<file path="config.mk">
export PLATFORM = sky130hd
export DESIGN_NAME = ex_stage
export DESIGN_NICKNAME = d
export VERILOG_FILES = /design/src/ex_isa_pkg.sv /design/src/ex_pipe_pkg.sv /design/src/ex_stage.sv /design/src/ex_ctrl.sv /design/src/branch_jump_unit.sv /design/src/alu.sv /design/src/reg_file.sv
export VERILOG_INCLUDE_DIRS = /design/src /design/src/src
export SDC_FILE = /design/constraint.sdc
export NUM_CORES = 2
export LEC_CHECK = 0
export ABC_AREA = 1
export BUFFER_PORTS_ARGS = -buffer_cell sky130_fd_sc_hd__buf_2
export CAP_MARGIN = 20
export CELL_PAD_IN_SITES_DETAIL_PLACEMENT = 1
export CELL_PAD_IN_SITES_GLOBAL_PLACEMENT = 1
export CORE_UTILIZATION = 30
export CTS_CLUSTER_DIAMETER = 100
export DETAILED_ROUTE_END_ITERATION = 10
export HOLD_SLACK_MARGIN = 0.15
export PLACE_DENSITY = 0.61
export RECOVER_POWER = 50
export SYNTH_ARGS = -nofsm -noshare
export SYNTH_HDL_FRONTEND = slang
export SYNTH_SLANG_ARGS = --single-unit
</file>
<file path="constraint.sdc">
create_clock -name CLK -period 4.3 [get_ports CLK]
set_input_delay 0.43 -clock CLK [delete_from_list [all_inputs] [get_ports CLK]]
set_output_delay 0.43 -clock CLK [all_outputs]
set_load 0.02 [all_outputs]
</file>
<file path="src/rv_consts.svh">
// word width, register count, register index width and ALU opcode width
`ifndef RV_CONSTS_SVH
`define RV_CONSTS_SVH

// datapath word, RV32I
`define XLEN 32

// architectural integer registers
`define REG_COUNT 32

// bits to address one register
`define REG_IDX_W 5

// ALU opcode field
`define ALU_OP_W 4

// shift amount field of a shift instruction
// low 5 bits of the operand on RV32
`define SHAMT_W 5

`endif
</file>
<file path="src/ex_isa_pkg.sv">
// ISA enums for ALU operations, branch conditions and ALU operand selects
`include "rv_consts.svh"

package ex_isa_pkg;

    // integer ALU operations
    typedef enum logic [`ALU_OP_W-1:0] {
        ALU_ADD  = 4'd0,
        ALU_SUB  = 4'd1,
        ALU_AND  = 4'd2,
        ALU_OR   = 4'd3,
        ALU_XOR  = 4'd4,
        ALU_SLL  = 4'd5,
        ALU_SRL  = 4'd6,
        ALU_SRA  = 4'd7,
        ALU_SLT  = 4'd8,
        ALU_SLTU = 4'd9
    } alu_op_e;

    // branch conditions, same codes as funct3
    typedef enum logic [2:0] {
        BR_BEQ  = 3'b000,
        BR_BNE  = 3'b001,
        BR_BLT  = 3'b100,
        BR_BGE  = 3'b101,
        BR_BLTU = 3'b110,
        BR_BGEU = 3'b111
    } branch_e;

    // ALU port A source
    typedef enum logic [1:0] {
        A_RS1   = 2'd0,
        A_IMM_S = 2'd1,
        A_PC    = 2'd2,
        A_ZERO  = 2'd3
    } a_sel_e;

    // ALU port B source
    // B_IMM_I also covers shamt
    typedef enum logic [1:0] {
        B_RS1   = 2'd0,
        B_RS2   = 2'd1,
        B_IMM_I = 2'd2,
        B_IMM_U = 2'd3
    } b_sel_e;

endpackage

</file>
<file path="src/ex_pipe_pkg.sv">
// packed structs for the decoded uop, writeback, forwarding and the EX/MEM register
`include "rv_consts.svh"

package ex_pipe_pkg;

    // one decoded instruction entering execute
    typedef struct packed {
        logic                       valid;
        logic [`XLEN-1:0]           pc;
        logic [`XLEN-1:0]           pc4;
        logic [`XLEN-1:0]           instr;
        // register indices
        logic [`REG_IDX_W-1:0]      rs1;
        logic [`REG_IDX_W-1:0]      rs2;
        logic [`REG_IDX_W-1:0]      rd;
        // raw immediates, extended in execute
        logic [11:0]                imm_I;
        logic [11:0]                imm_S;
        logic [12:0]                imm_SB;
        logic [20:0]                imm_UJ;
        // already shifted into the upper 20 bits
        logic [`XLEN-1:0]           imm_U;
        logic [`SHAMT_W-1:0]        shamt;
        logic                       imm_shamt_sel;
        // ALU control
        ex_isa_pkg::alu_op_e        alu_op;
        ex_isa_pkg::a_sel_e         a_sel;
        ex_isa_pkg::b_sel_e         b_sel;
        // control flow
        logic                       branch;
        ex_isa_pkg::branch_e        branch_type;
        logic                       jump;
        logic                       j_sel;
        logic                       ex_pc_sel;
        // side effects and faults
        logic                       wen;
        logic                       dren;
        logic                       dwen;
        logic                       halt;
        logic                       illegal;
    } ex_uop_t;

    // register write from writeback
    typedef struct packed {
        logic                       wen;
        logic [`REG_IDX_W-1:0]      rd;
        logic [`XLEN-1:0]           wdata;
    } wb_port_t;

    // memory stage forwarding
    typedef struct packed {
        logic                       fwd_rs1;
        logic                       fwd_rs2;
        logic [`XLEN-1:0]           data;
    } fwd_port_t;

    // control bits after illegal squash
    typedef struct packed {
        logic valid;
        logic branch;
        logic branch_taken;
        logic jump;
        logic reg_write;
        logic dren;
        logic dwen;
        logic halt;
        logic illegal;
    } ex_ctrl_t;

    // EX/MEM pipeline register
    typedef struct packed {
        logic                       valid;
        logic                       branch;
        logic                       branch_taken;
        logic                       jump;
        logic                       reg_write;
        logic                       dren;
        logic                       dwen;
        logic                       halt;
        logic                       illegal;
        logic [`REG_IDX_W-1:0]      rd;
        logic [`XLEN-1:0]           instr;
        logic [`XLEN-1:0]           pc;
        logic [`XLEN-1:0]           pc4;
        logic [`XLEN-1:0]           brj_addr;
        logic [`XLEN-1:0]           port_out;
        // store data
        logic [`XLEN-1:0]           rs2_data;
    } ex_mem_t;

endpackage

</file>
<file path="src/ex_stage.sv">
// execute stage top with register file, ALU, branch unit and EX/MEM control
`timescale 1ns/1ps
`include "rv_consts.svh"

module ex_stage (
    input  logic                    CLK,
    input  logic                    nRST,
    input  ex_pipe_pkg::ex_uop_t    uop,
    input  logic                    stall,
    input  logic                    flush,
    input  ex_pipe_pkg::wb_port_t   wb,
    input  ex_pipe_pkg::fwd_port_t  fwd,
    output ex_pipe_pkg::ex_mem_t    ex_mem
);

    // operands after forwarding
    logic [`XLEN-1:0] rs1_val;
    logic [`XLEN-1:0] rs2_val;
    logic [`XLEN-1:0] port_out;
    logic [`XLEN-1:0] brj_addr;
    logic             branch_taken;
    // stall-gated write enable
    logic             rf_wen;

    // read ports from the uop, write port from writeback
    reg_file u_reg_file (
        .CLK     (CLK),
        .nRST    (nRST),
        .rs1     (uop.rs1),
        .rs2     (uop.rs2),
        .rd      (wb.rd),
        .wdata   (wb.wdata),
        .wen     (rf_wen),
        .fwd     (fwd),
        .rs1_val (rs1_val),
        .rs2_val (rs2_val)
    );

    alu u_alu (
        .uop      (uop),
        .rs1_val  (rs1_val),
        .rs2_val  (rs2_val),
        .port_out (port_out)
    );

    branch_jump_unit u_branch_jump_unit (
        .uop          (uop),
        .rs1_val      (rs1_val),
        .rs2_val      (rs2_val),
        .branch_taken (branch_taken),
        .brj_addr     (brj_addr)
    );

    // owns the EX/MEM register
    ex_ctrl u_ex_ctrl (
        .CLK          (CLK),
        .nRST         (nRST),
        .uop          (uop),
        .stall        (stall),
        .flush        (flush),
        .wb_wen       (wb.wen),
        .branch_taken (branch_taken),
        .brj_addr     (brj_addr),
        .port_out     (port_out),
        .rs2_val      (rs2_val),
        .rf_wen       (rf_wen),
        .ex_mem       (ex_mem)
    );

endmodule

</file>
<file path="src/ex_ctrl.sv">
// EX/MEM register control, illegal instruction squash, register write enable
`timescale 1ns/1ps
`include "rv_consts.svh"

module ex_ctrl (
    input  logic                    CLK,
    input  logic                    nRST,
    input  ex_pipe_pkg::ex_uop_t    uop,
    input  logic                    stall,
    input  logic                    flush,
    input  logic                    wb_wen,
    input  logic                    branch_taken,
    input  logic [`XLEN-1:0]        brj_addr,
    input  logic [`XLEN-1:0]        port_out,
    input  logic [`XLEN-1:0]        rs2_val,
    output logic                    rf_wen,
    output ex_pipe_pkg::ex_mem_t    ex_mem
);

    ex_pipe_pkg::ex_ctrl_t ctrl;
    ex_pipe_pkg::ex_mem_t  ex_mem_d;

    // squash side effects of an illegal instruction
    // valid and illegal still pass to record the fault
    always_comb begin
        ctrl         = '0;
        ctrl.valid   = uop.valid;
        ctrl.illegal = uop.illegal;
        if (!uop.illegal) begin
            ctrl.branch       = uop.branch;
            ctrl.branch_taken = uop.branch & branch_taken;
            ctrl.jump         = uop.jump;
            ctrl.reg_write    = uop.wen;
            ctrl.dren         = uop.dren;
            ctrl.dwen         = uop.dwen;
            ctrl.halt         = uop.halt;
        end
    end

    // next EX/MEM contents
    always_comb begin
        ex_mem_d.valid        = ctrl.valid;
        ex_mem_d.branch       = ctrl.branch;
        ex_mem_d.branch_taken = ctrl.branch_taken;
        ex_mem_d.jump         = ctrl.jump;
        ex_mem_d.reg_write    = ctrl.reg_write;
        ex_mem_d.dren         = ctrl.dren;
        ex_mem_d.dwen         = ctrl.dwen;
        ex_mem_d.halt         = ctrl.halt;
        ex_mem_d.illegal      = ctrl.illegal;
        ex_mem_d.rd           = uop.rd;
        ex_mem_d.instr        = uop.instr;
        ex_mem_d.pc           = uop.pc;
        ex_mem_d.pc4          = uop.pc4;
        ex_mem_d.brj_addr     = brj_addr;
        ex_mem_d.port_out     = port_out;
        // store data, post forwarding
        ex_mem_d.rs2_data     = rs2_val;
    end

    // stall holds over flush
    always_ff @(posedge CLK, negedge nRST) begin
        if (!nRST) begin
            ex_mem <= '0;
        end else if (!stall) begin
            if (flush) begin
                ex_mem <= '0;
            end else begin
                ex_mem <= ex_mem_d;
            end
        end
    end

    // writeback dropped while stalled
    assign rf_wen = wb_wen & ~stall;

endmodule

</file>
<file path="src/branch_jump_unit.sv">
// branch compare, branch and jump targets, next-PC select
`timescale 1ns/1ps
`include "rv_consts.svh"

module branch_jump_unit (
    input  ex_pipe_pkg::ex_uop_t    uop,
    input  logic [`XLEN-1:0]        rs1_val,
    input  logic [`XLEN-1:0]        rs2_val,
    output logic                    branch_taken,
    output logic [`XLEN-1:0]        brj_addr
);

    logic [`XLEN-1:0] branch_addr;
    logic [`XLEN-1:0] jal_addr;
    logic [`XLEN-1:0] jalr_addr;
    logic [`XLEN-1:0] jump_addr;

    // condition per funct3
    always_comb begin
        case (uop.branch_type)
            ex_isa_pkg::BR_BEQ:  branch_taken = (rs1_val == rs2_val);
            ex_isa_pkg::BR_BNE:  branch_taken = (rs1_val != rs2_val);
            ex_isa_pkg::BR_BLT:  branch_taken = ($signed(rs1_val) < $signed(rs2_val));
            ex_isa_pkg::BR_BGE:  branch_taken = ($signed(rs1_val) >= $signed(rs2_val));
            ex_isa_pkg::BR_BLTU: branch_taken = (rs1_val < rs2_val);
            ex_isa_pkg::BR_BGEU: branch_taken = (rs1_val >= rs2_val);
            default:             branch_taken = 1'b0;
        endcase
    end

    // pc-relative targets
    assign branch_addr = uop.pc + {{(`XLEN-13){uop.imm_SB[12]}}, uop.imm_SB};
    assign jal_addr    = uop.pc + {{(`XLEN-21){uop.imm_UJ[20]}}, uop.imm_UJ};

    // register-relative target, bit 0 cleared
    assign jalr_addr = (rs1_val + {{(`XLEN-12){uop.imm_I[11]}}, uop.imm_I})
                       & ~`XLEN'(1);

    // j_sel picks JAL over JALR
    assign jump_addr = uop.j_sel ? jal_addr : jalr_addr;

    // not-taken or non-branch falls through to pc4
    assign brj_addr = uop.ex_pc_sel ? jump_addr
                    : ((uop.branch && branch_taken) ? branch_addr : uop.pc4);

endmodule

</file>
<file path="src/alu.sv">
// immediate extension, ALU operand select and integer ALU
`timescale 1ns/1ps
`include "rv_consts.svh"

module alu (
    input  ex_pipe_pkg::ex_uop_t    uop,
    input  logic [`XLEN-1:0]        rs1_val,
    input  logic [`XLEN-1:0]        rs2_val,
    output logic [`XLEN-1:0]        port_out
);

    logic [`XLEN-1:0]       imm_I_ext;
    logic [`XLEN-1:0]       imm_S_ext;
    logic [`XLEN-1:0]       imm_or_shamt;
    logic [`XLEN-1:0]       port_a;
    logic [`XLEN-1:0]       port_b;
    logic [`SHAMT_W-1:0]    sh;

    // sign extension of 12-bit immediates
    assign imm_I_ext = {{(`XLEN-12){uop.imm_I[11]}}, uop.imm_I};
    assign imm_S_ext = {{(`XLEN-12){uop.imm_S[11]}}, uop.imm_S};

    // shift immediates use shamt, zero extended
    assign imm_or_shamt = uop.imm_shamt_sel ? {{(`XLEN-`SHAMT_W){1'b0}}, uop.shamt}
                                            : imm_I_ext;

    // port A
    always_comb begin
        case (uop.a_sel)
            ex_isa_pkg::A_RS1:   port_a = rs1_val;
            ex_isa_pkg::A_IMM_S: port_a = imm_S_ext;
            ex_isa_pkg::A_PC:    port_a = uop.pc;
            default:             port_a = '0;
        endcase
    end

    // port B
    always_comb begin
        case (uop.b_sel)
            ex_isa_pkg::B_RS1:   port_b = rs1_val;
            ex_isa_pkg::B_RS2:   port_b = rs2_val;
            ex_isa_pkg::B_IMM_I: port_b = imm_or_shamt;
            default:             port_b = uop.imm_U;
        endcase
    end

    // only the low bits shift
    assign sh = port_b[`SHAMT_W-1:0];

    always_comb begin
        case (uop.alu_op)
            ex_isa_pkg::ALU_ADD:  port_out = port_a + port_b;
            ex_isa_pkg::ALU_SUB:  port_out = port_a - port_b;
            ex_isa_pkg::ALU_AND:  port_out = port_a & port_b;
            ex_isa_pkg::ALU_OR:   port_out = port_a | port_b;
            ex_isa_pkg::ALU_XOR:  port_out = port_a ^ port_b;
            ex_isa_pkg::ALU_SLL:  port_out = port_a << sh;
            ex_isa_pkg::ALU_SRL:  port_out = port_a >> sh;
            ex_isa_pkg::ALU_SRA:  port_out = $signed(port_a) >>> sh;
            // set-less-than gives 0 or 1
            ex_isa_pkg::ALU_SLT:  port_out = {{(`XLEN-1){1'b0}},
                                              $signed(port_a) < $signed(port_b)};
            ex_isa_pkg::ALU_SLTU: port_out = {{(`XLEN-1){1'b0}}, port_a < port_b};
            default:              port_out = '0;
        endcase
    end

endmodule

</file>
<file path="src/reg_file.sv">
// integer register file with writeback port and forwarded read outputs
`timescale 1ns/1ps
`include "rv_consts.svh"

module reg_file (
    input  logic                    CLK,
    input  logic                    nRST,
    input  logic [`REG_IDX_W-1:0]   rs1,
    input  logic [`REG_IDX_W-1:0]   rs2,
    input  logic [`REG_IDX_W-1:0]   rd,
    input  logic [`XLEN-1:0]        wdata,
    input  logic                    wen,
    input  ex_pipe_pkg::fwd_port_t  fwd,
    output logic [`XLEN-1:0]        rs1_val,
    output logic [`XLEN-1:0]        rs2_val
);

    // writable entries x1 to x31 only
    logic [`XLEN-1:0] regs [1:`REG_COUNT-1];
    logic [`XLEN-1:0] rs1_stored;
    logic [`XLEN-1:0] rs2_stored;

    // write port drops x0 writes
    always_ff @(posedge CLK, negedge nRST) begin
        if (!nRST) begin
            regs <= '{default: '0};
        end else if (wen && (rd != '0)) begin
            regs[rd] <= wdata;
        end
    end

    // combinational reads
    // no same-cycle write bypass
    // x0 reads as zero
    assign rs1_stored = (rs1 == '0) ? '0 : regs[rs1];
    assign rs2_stored = (rs2 == '0) ? '0 : regs[rs2];

    // memory stage data wins over stored value
    assign rs1_val = fwd.fwd_rs1 ? fwd.data : rs1_stored;
    assign rs2_val = fwd.fwd_rs2 ? fwd.data : rs2_stored;

endmodule

</file>
==> results by group <==
Outcome
  – Run status: finished, violations left
  – Failing checks: max-capacitance violations, max-slew violations, negative setup slack

Detailed routing
  – Detailed Routing Iterations Pass 1: 5
  – Wire per inst: 29.0 µm
  – DRC: 0
  – Final wirelength: 476000 µm
  – Vias per cell: 5.71
  – Initial DRC Count: ~8900
  – Via count: 93435
  – Antenna-violating nets left: 0

Power
  – Sw power: 15.1 mW
  – Clock power share: 0.334
  – Sw Ratio: 0.369
  – Flop pwr share: 0.337
  – Comb pwr share: 0.329
  – Tot Pwr: 40.8 mW
  – Int Pwr: 25.7 mW
  – Maximum vdd drop: ~0.44 mV
  – Power per cell area: 380 nW/µm²
  – Leak: 50.4 nW

GRT
  – Pin count of the biggest net entering global routing: 163
  – First-pass GRT wire length: 683000 µm
  – GRT Total Usage: 0.353
  – Number of global-route vias before repair: 95381
  – Initial antenna violation count: 44
  – GRT Residual Overflow: 0

Timing
  – Fmax: 222 MHz
  – Hold Vio Cnt, Final: 0
  – Final setup viols: 44
  – Slew headroom: -0.766
  – RSZ-0062 raised after global routing: true
  – Final worst slack: -0.204 ns
  – Fin. max-slew vios: 1127
  – Min cycle time layout: 4.50 ns
  – Worst Clk Skew: 0.0720 ns
  – Crit share post-route: 1.05
  – Slew @ Worst Pin: ~2.6 ns
  – Setup TNS: -3.30 ns
  – Worst hold slack: 0.201 ns

Die
  – Top Ports: 510
  – Starting Density: 0.302
  – Die width: 512 µm
  – # rows: 186
  – Total core area: 258000 µm²
  – Die height: just over 500 µm
  – Die area: 262000 µm²

Cells and area
  – Multi-input logic area: 44900 µm²
  – Final core occ: 0.417
  – Fin cells: 16372
  – Fin nets: about 13000
  – FF/Latch Area: 30000 µm²
  – Share of layout cells above drive strength 1: 0.239
  – Layout fillers: 31687
  – Design area: approximately 110000 µm²
  – Syn-to-layout area delta: 37.7%

Synthesis
  – Synth Area per Inst: 7.05 µm²
  – Synthesized instance count: 11058
  – Post-synthesis sequential area ratio: 0.385
  – Post-synth EDFFs: 0
  – Syn Nets: ~12000
  – Async S/R FF share, synth: 1.00
  – Post-synth cell types: 70
  – Ys flop type: dfrtp_1
  – Top cell type by total area after synthesis: dfrtp_1
  – Area share of the largest cell type after synthesis: 0.385
  – Post-synth top cells: 3014 x nand2_1, 1761 x o21ai_0, 1198 x dfrtp_1
  – Yosys reg bits: 1198
  – Syn. warnings: 0
  – Synth Cell Area: 77900 µm²
  – Most frequent cell after synthesis: nand2_1
  – Synth top area cells: dfrtp_1 38%, nand2_1 15%, o21ai_0 11%, nand3_1 5.8%, a21oi_1 5.2%

CTS
  – Root Driver: clkbuf_16
  – Clock Latency Late Sink: roughly 0.87 ns
  – CTS tree: yes
  – CTS clk-pin slew, worst paths: 0.07 ns
  – Num CTS Buffers: 153
  – CTS Sinks: 1198
  – CTS max path bufs: 3
  – H-tree levels: 4

Setup path
  – Cell family with the largest share of critical-path delay: simple AND/OR/NAND/NOR gates
  – Critical path buffers and inverters: 8
  – Crit-path max cell delay: 0.35 ns
  – Reg2Reg Depth: 30
  – Worst Setup EP: u_ex_ctrl.ex_mem[53]
  – Setup CP Type: primary input to register
  – Reg-to-reg endpoint: u_ex_ctrl.ex_mem[64]
  – Setup crit start: uop[126]
  – CP Launch Type: primary input
  – Critical-path top delay cell: nor4_4
  – WP data required: ~5 ns
  – CP Capture Type: register
  – R2R setup slack: -0.18 ns
  – CP Data Arrival Time: between 5 and 6 ns
  – Worst path most repeated cell: nand2_1
  – Worst R2R Start: u_reg_file.regs[70]
  – Max FO, Critical Path: 23
  – WP depth: 31

Min path
  – Hold Crit Class: primary input to register

Placement
  – RePlAce Congestion: 0.982
  – Dpl cells: 15828
  – Post-DP HPWL: between 300000 and 400000 µm
  – Placed cell areas: 96500 µm²
  – Pre-CTS setup slack: -1.97 ns
  – Port Buffers: 509

Job
  – Max_cap viols: 21
[worst register-to-register path: cells and delay by family (launching register included)]
kind | cells | cell delay (ns)
adder cells (fa/ha/maj) | 1 | 0.14
flip-flops | 1 | 0.40
AO/OA/AOI/OAI | 8 | 1.48
AND/OR/NAND/NOR | 12 | 1.21
buffers and inverters | 9 | 1.18
[layout make-up]
cell class	count	area share
diodes	13	0.000303
clock buffers	221	0.0414
clock inverters	53	0.00717
inverters	785	0.0279
multi-input cells	8252	0.418
flip-flops and latches	1198	0.279
well taps	3384	0.0395
repair buffers	2466	0.186
[power groups by stage]
stage                     sequential, mW  combinational [mW]  clock [mW]
after global routing                13.9                14.4        14.2
after detailed placement            13.9                12.0           0
after floorplan                     13.8                5.58           0
final                               13.8                13.4        13.6
after global placement              13.8                11.7           0
after CTS                           13.7                12.8        13.8
[cells by family after synthesis]
group | Yosys count | synth area share
and+or+nand+nor | 4713 | 0.250
AOI/OAI and AO/OA | 3249 | 0.234
buffers and inverters | 1608 | 0.0871
DFF | 1198 | 0.385
adders and majority gates | 228 | 0.0371
xor gates and xnor gates | 62 | 0.00697
[per-layer routing]
metal / up-vias / routed length (µm) / GRT usage
li1: 40910 / - / -
met1: 47225 / 199000 / 0.460
met2: 4131 / 212000 / 0.563
met3: 1145 / 35200 / 0.0576
met4: 24 / 29000 / 0.181
met5: - / 168 / 0
[cells in the final DEF (no fill, tap or decap), types with 27 or more instances in the layout]
| cell type | n |
|---|---|
| nand3_4 | 31 |
| a22o_1 | 68 |
| a22oi_1 | 52 |
| inv_1 | 709 |
| nand4_1 | 67 |
| xor2_1 | 34 |
| buf_4 | 1525 |
| nand2_4 | 29 |
| o21ai_2 | 56 |
| nand3_2 | 102 |
| a31oi_1 | 40 |
| buf_2 | 297 |
| o21ai_0 | 1601 |
| nor2_1 | 545 |
| a21oi_2 | 96 |
| nand2_1 | 2916 |
| nand2_2 | 95 |
| o211ai_1 | 135 |
| nor3_1 | 34 |
| o21ai_1 | 148 |
| buf_6 | 55 |
| clkbuf_16 | 155 |
| dlygate4sd3_1 | 153 |
| a21oi_1 | 703 |
| nor2_4 | 27 |
| ha_4 | 34 |
| a221oi_1 | 71 |
| a221oi_2 | 29 |
| dfrtp_1 | 1198 |
| clkbuf_1 | 248 |
| a21oi_4 | 38 |
| inv_2 | 61 |
| clkbuf_8 | 34 |
| buf_12 | 174 |
| ha_1 | 182 |
| nand3_1 | 780 |
[how the worst min path moves through the flow]
stage	to	cells past startpoint	slack (ns)	startpoint
after floorplan	u_ex_ctrl.ex_mem[0]	0	0.13	nRST
after detailed placement	u_ex_ctrl.ex_mem[205]	1	0.37	nRST
after global routing	u_ex_ctrl.ex_mem[11]	4	0.20	fwd[11]
final	u_ex_ctrl.ex_mem[60]	6	0.20	uop[18]
after global placement	u_ex_ctrl.ex_mem[205]	1	0.37	nRST
after CTS	u_ex_ctrl.ex_mem[107]	4	0.16	stall
[flip-flops by register name, indices dropped and copies added (netlist names)]
register	cells
u_ex_ctrl.ex_mem	206
u_reg_file.regs	992
[timing repair]
action,CTS,global route
hold buffers,152,1
pin swaps,148,244
hold endpoints to repair,436,1
setup endpoints to repair,62,63
gates resized for setup,465,440
setup buffers,52,57
gates cloned,11,1
No activity file was read; power rests on OpenSTA's default activity.
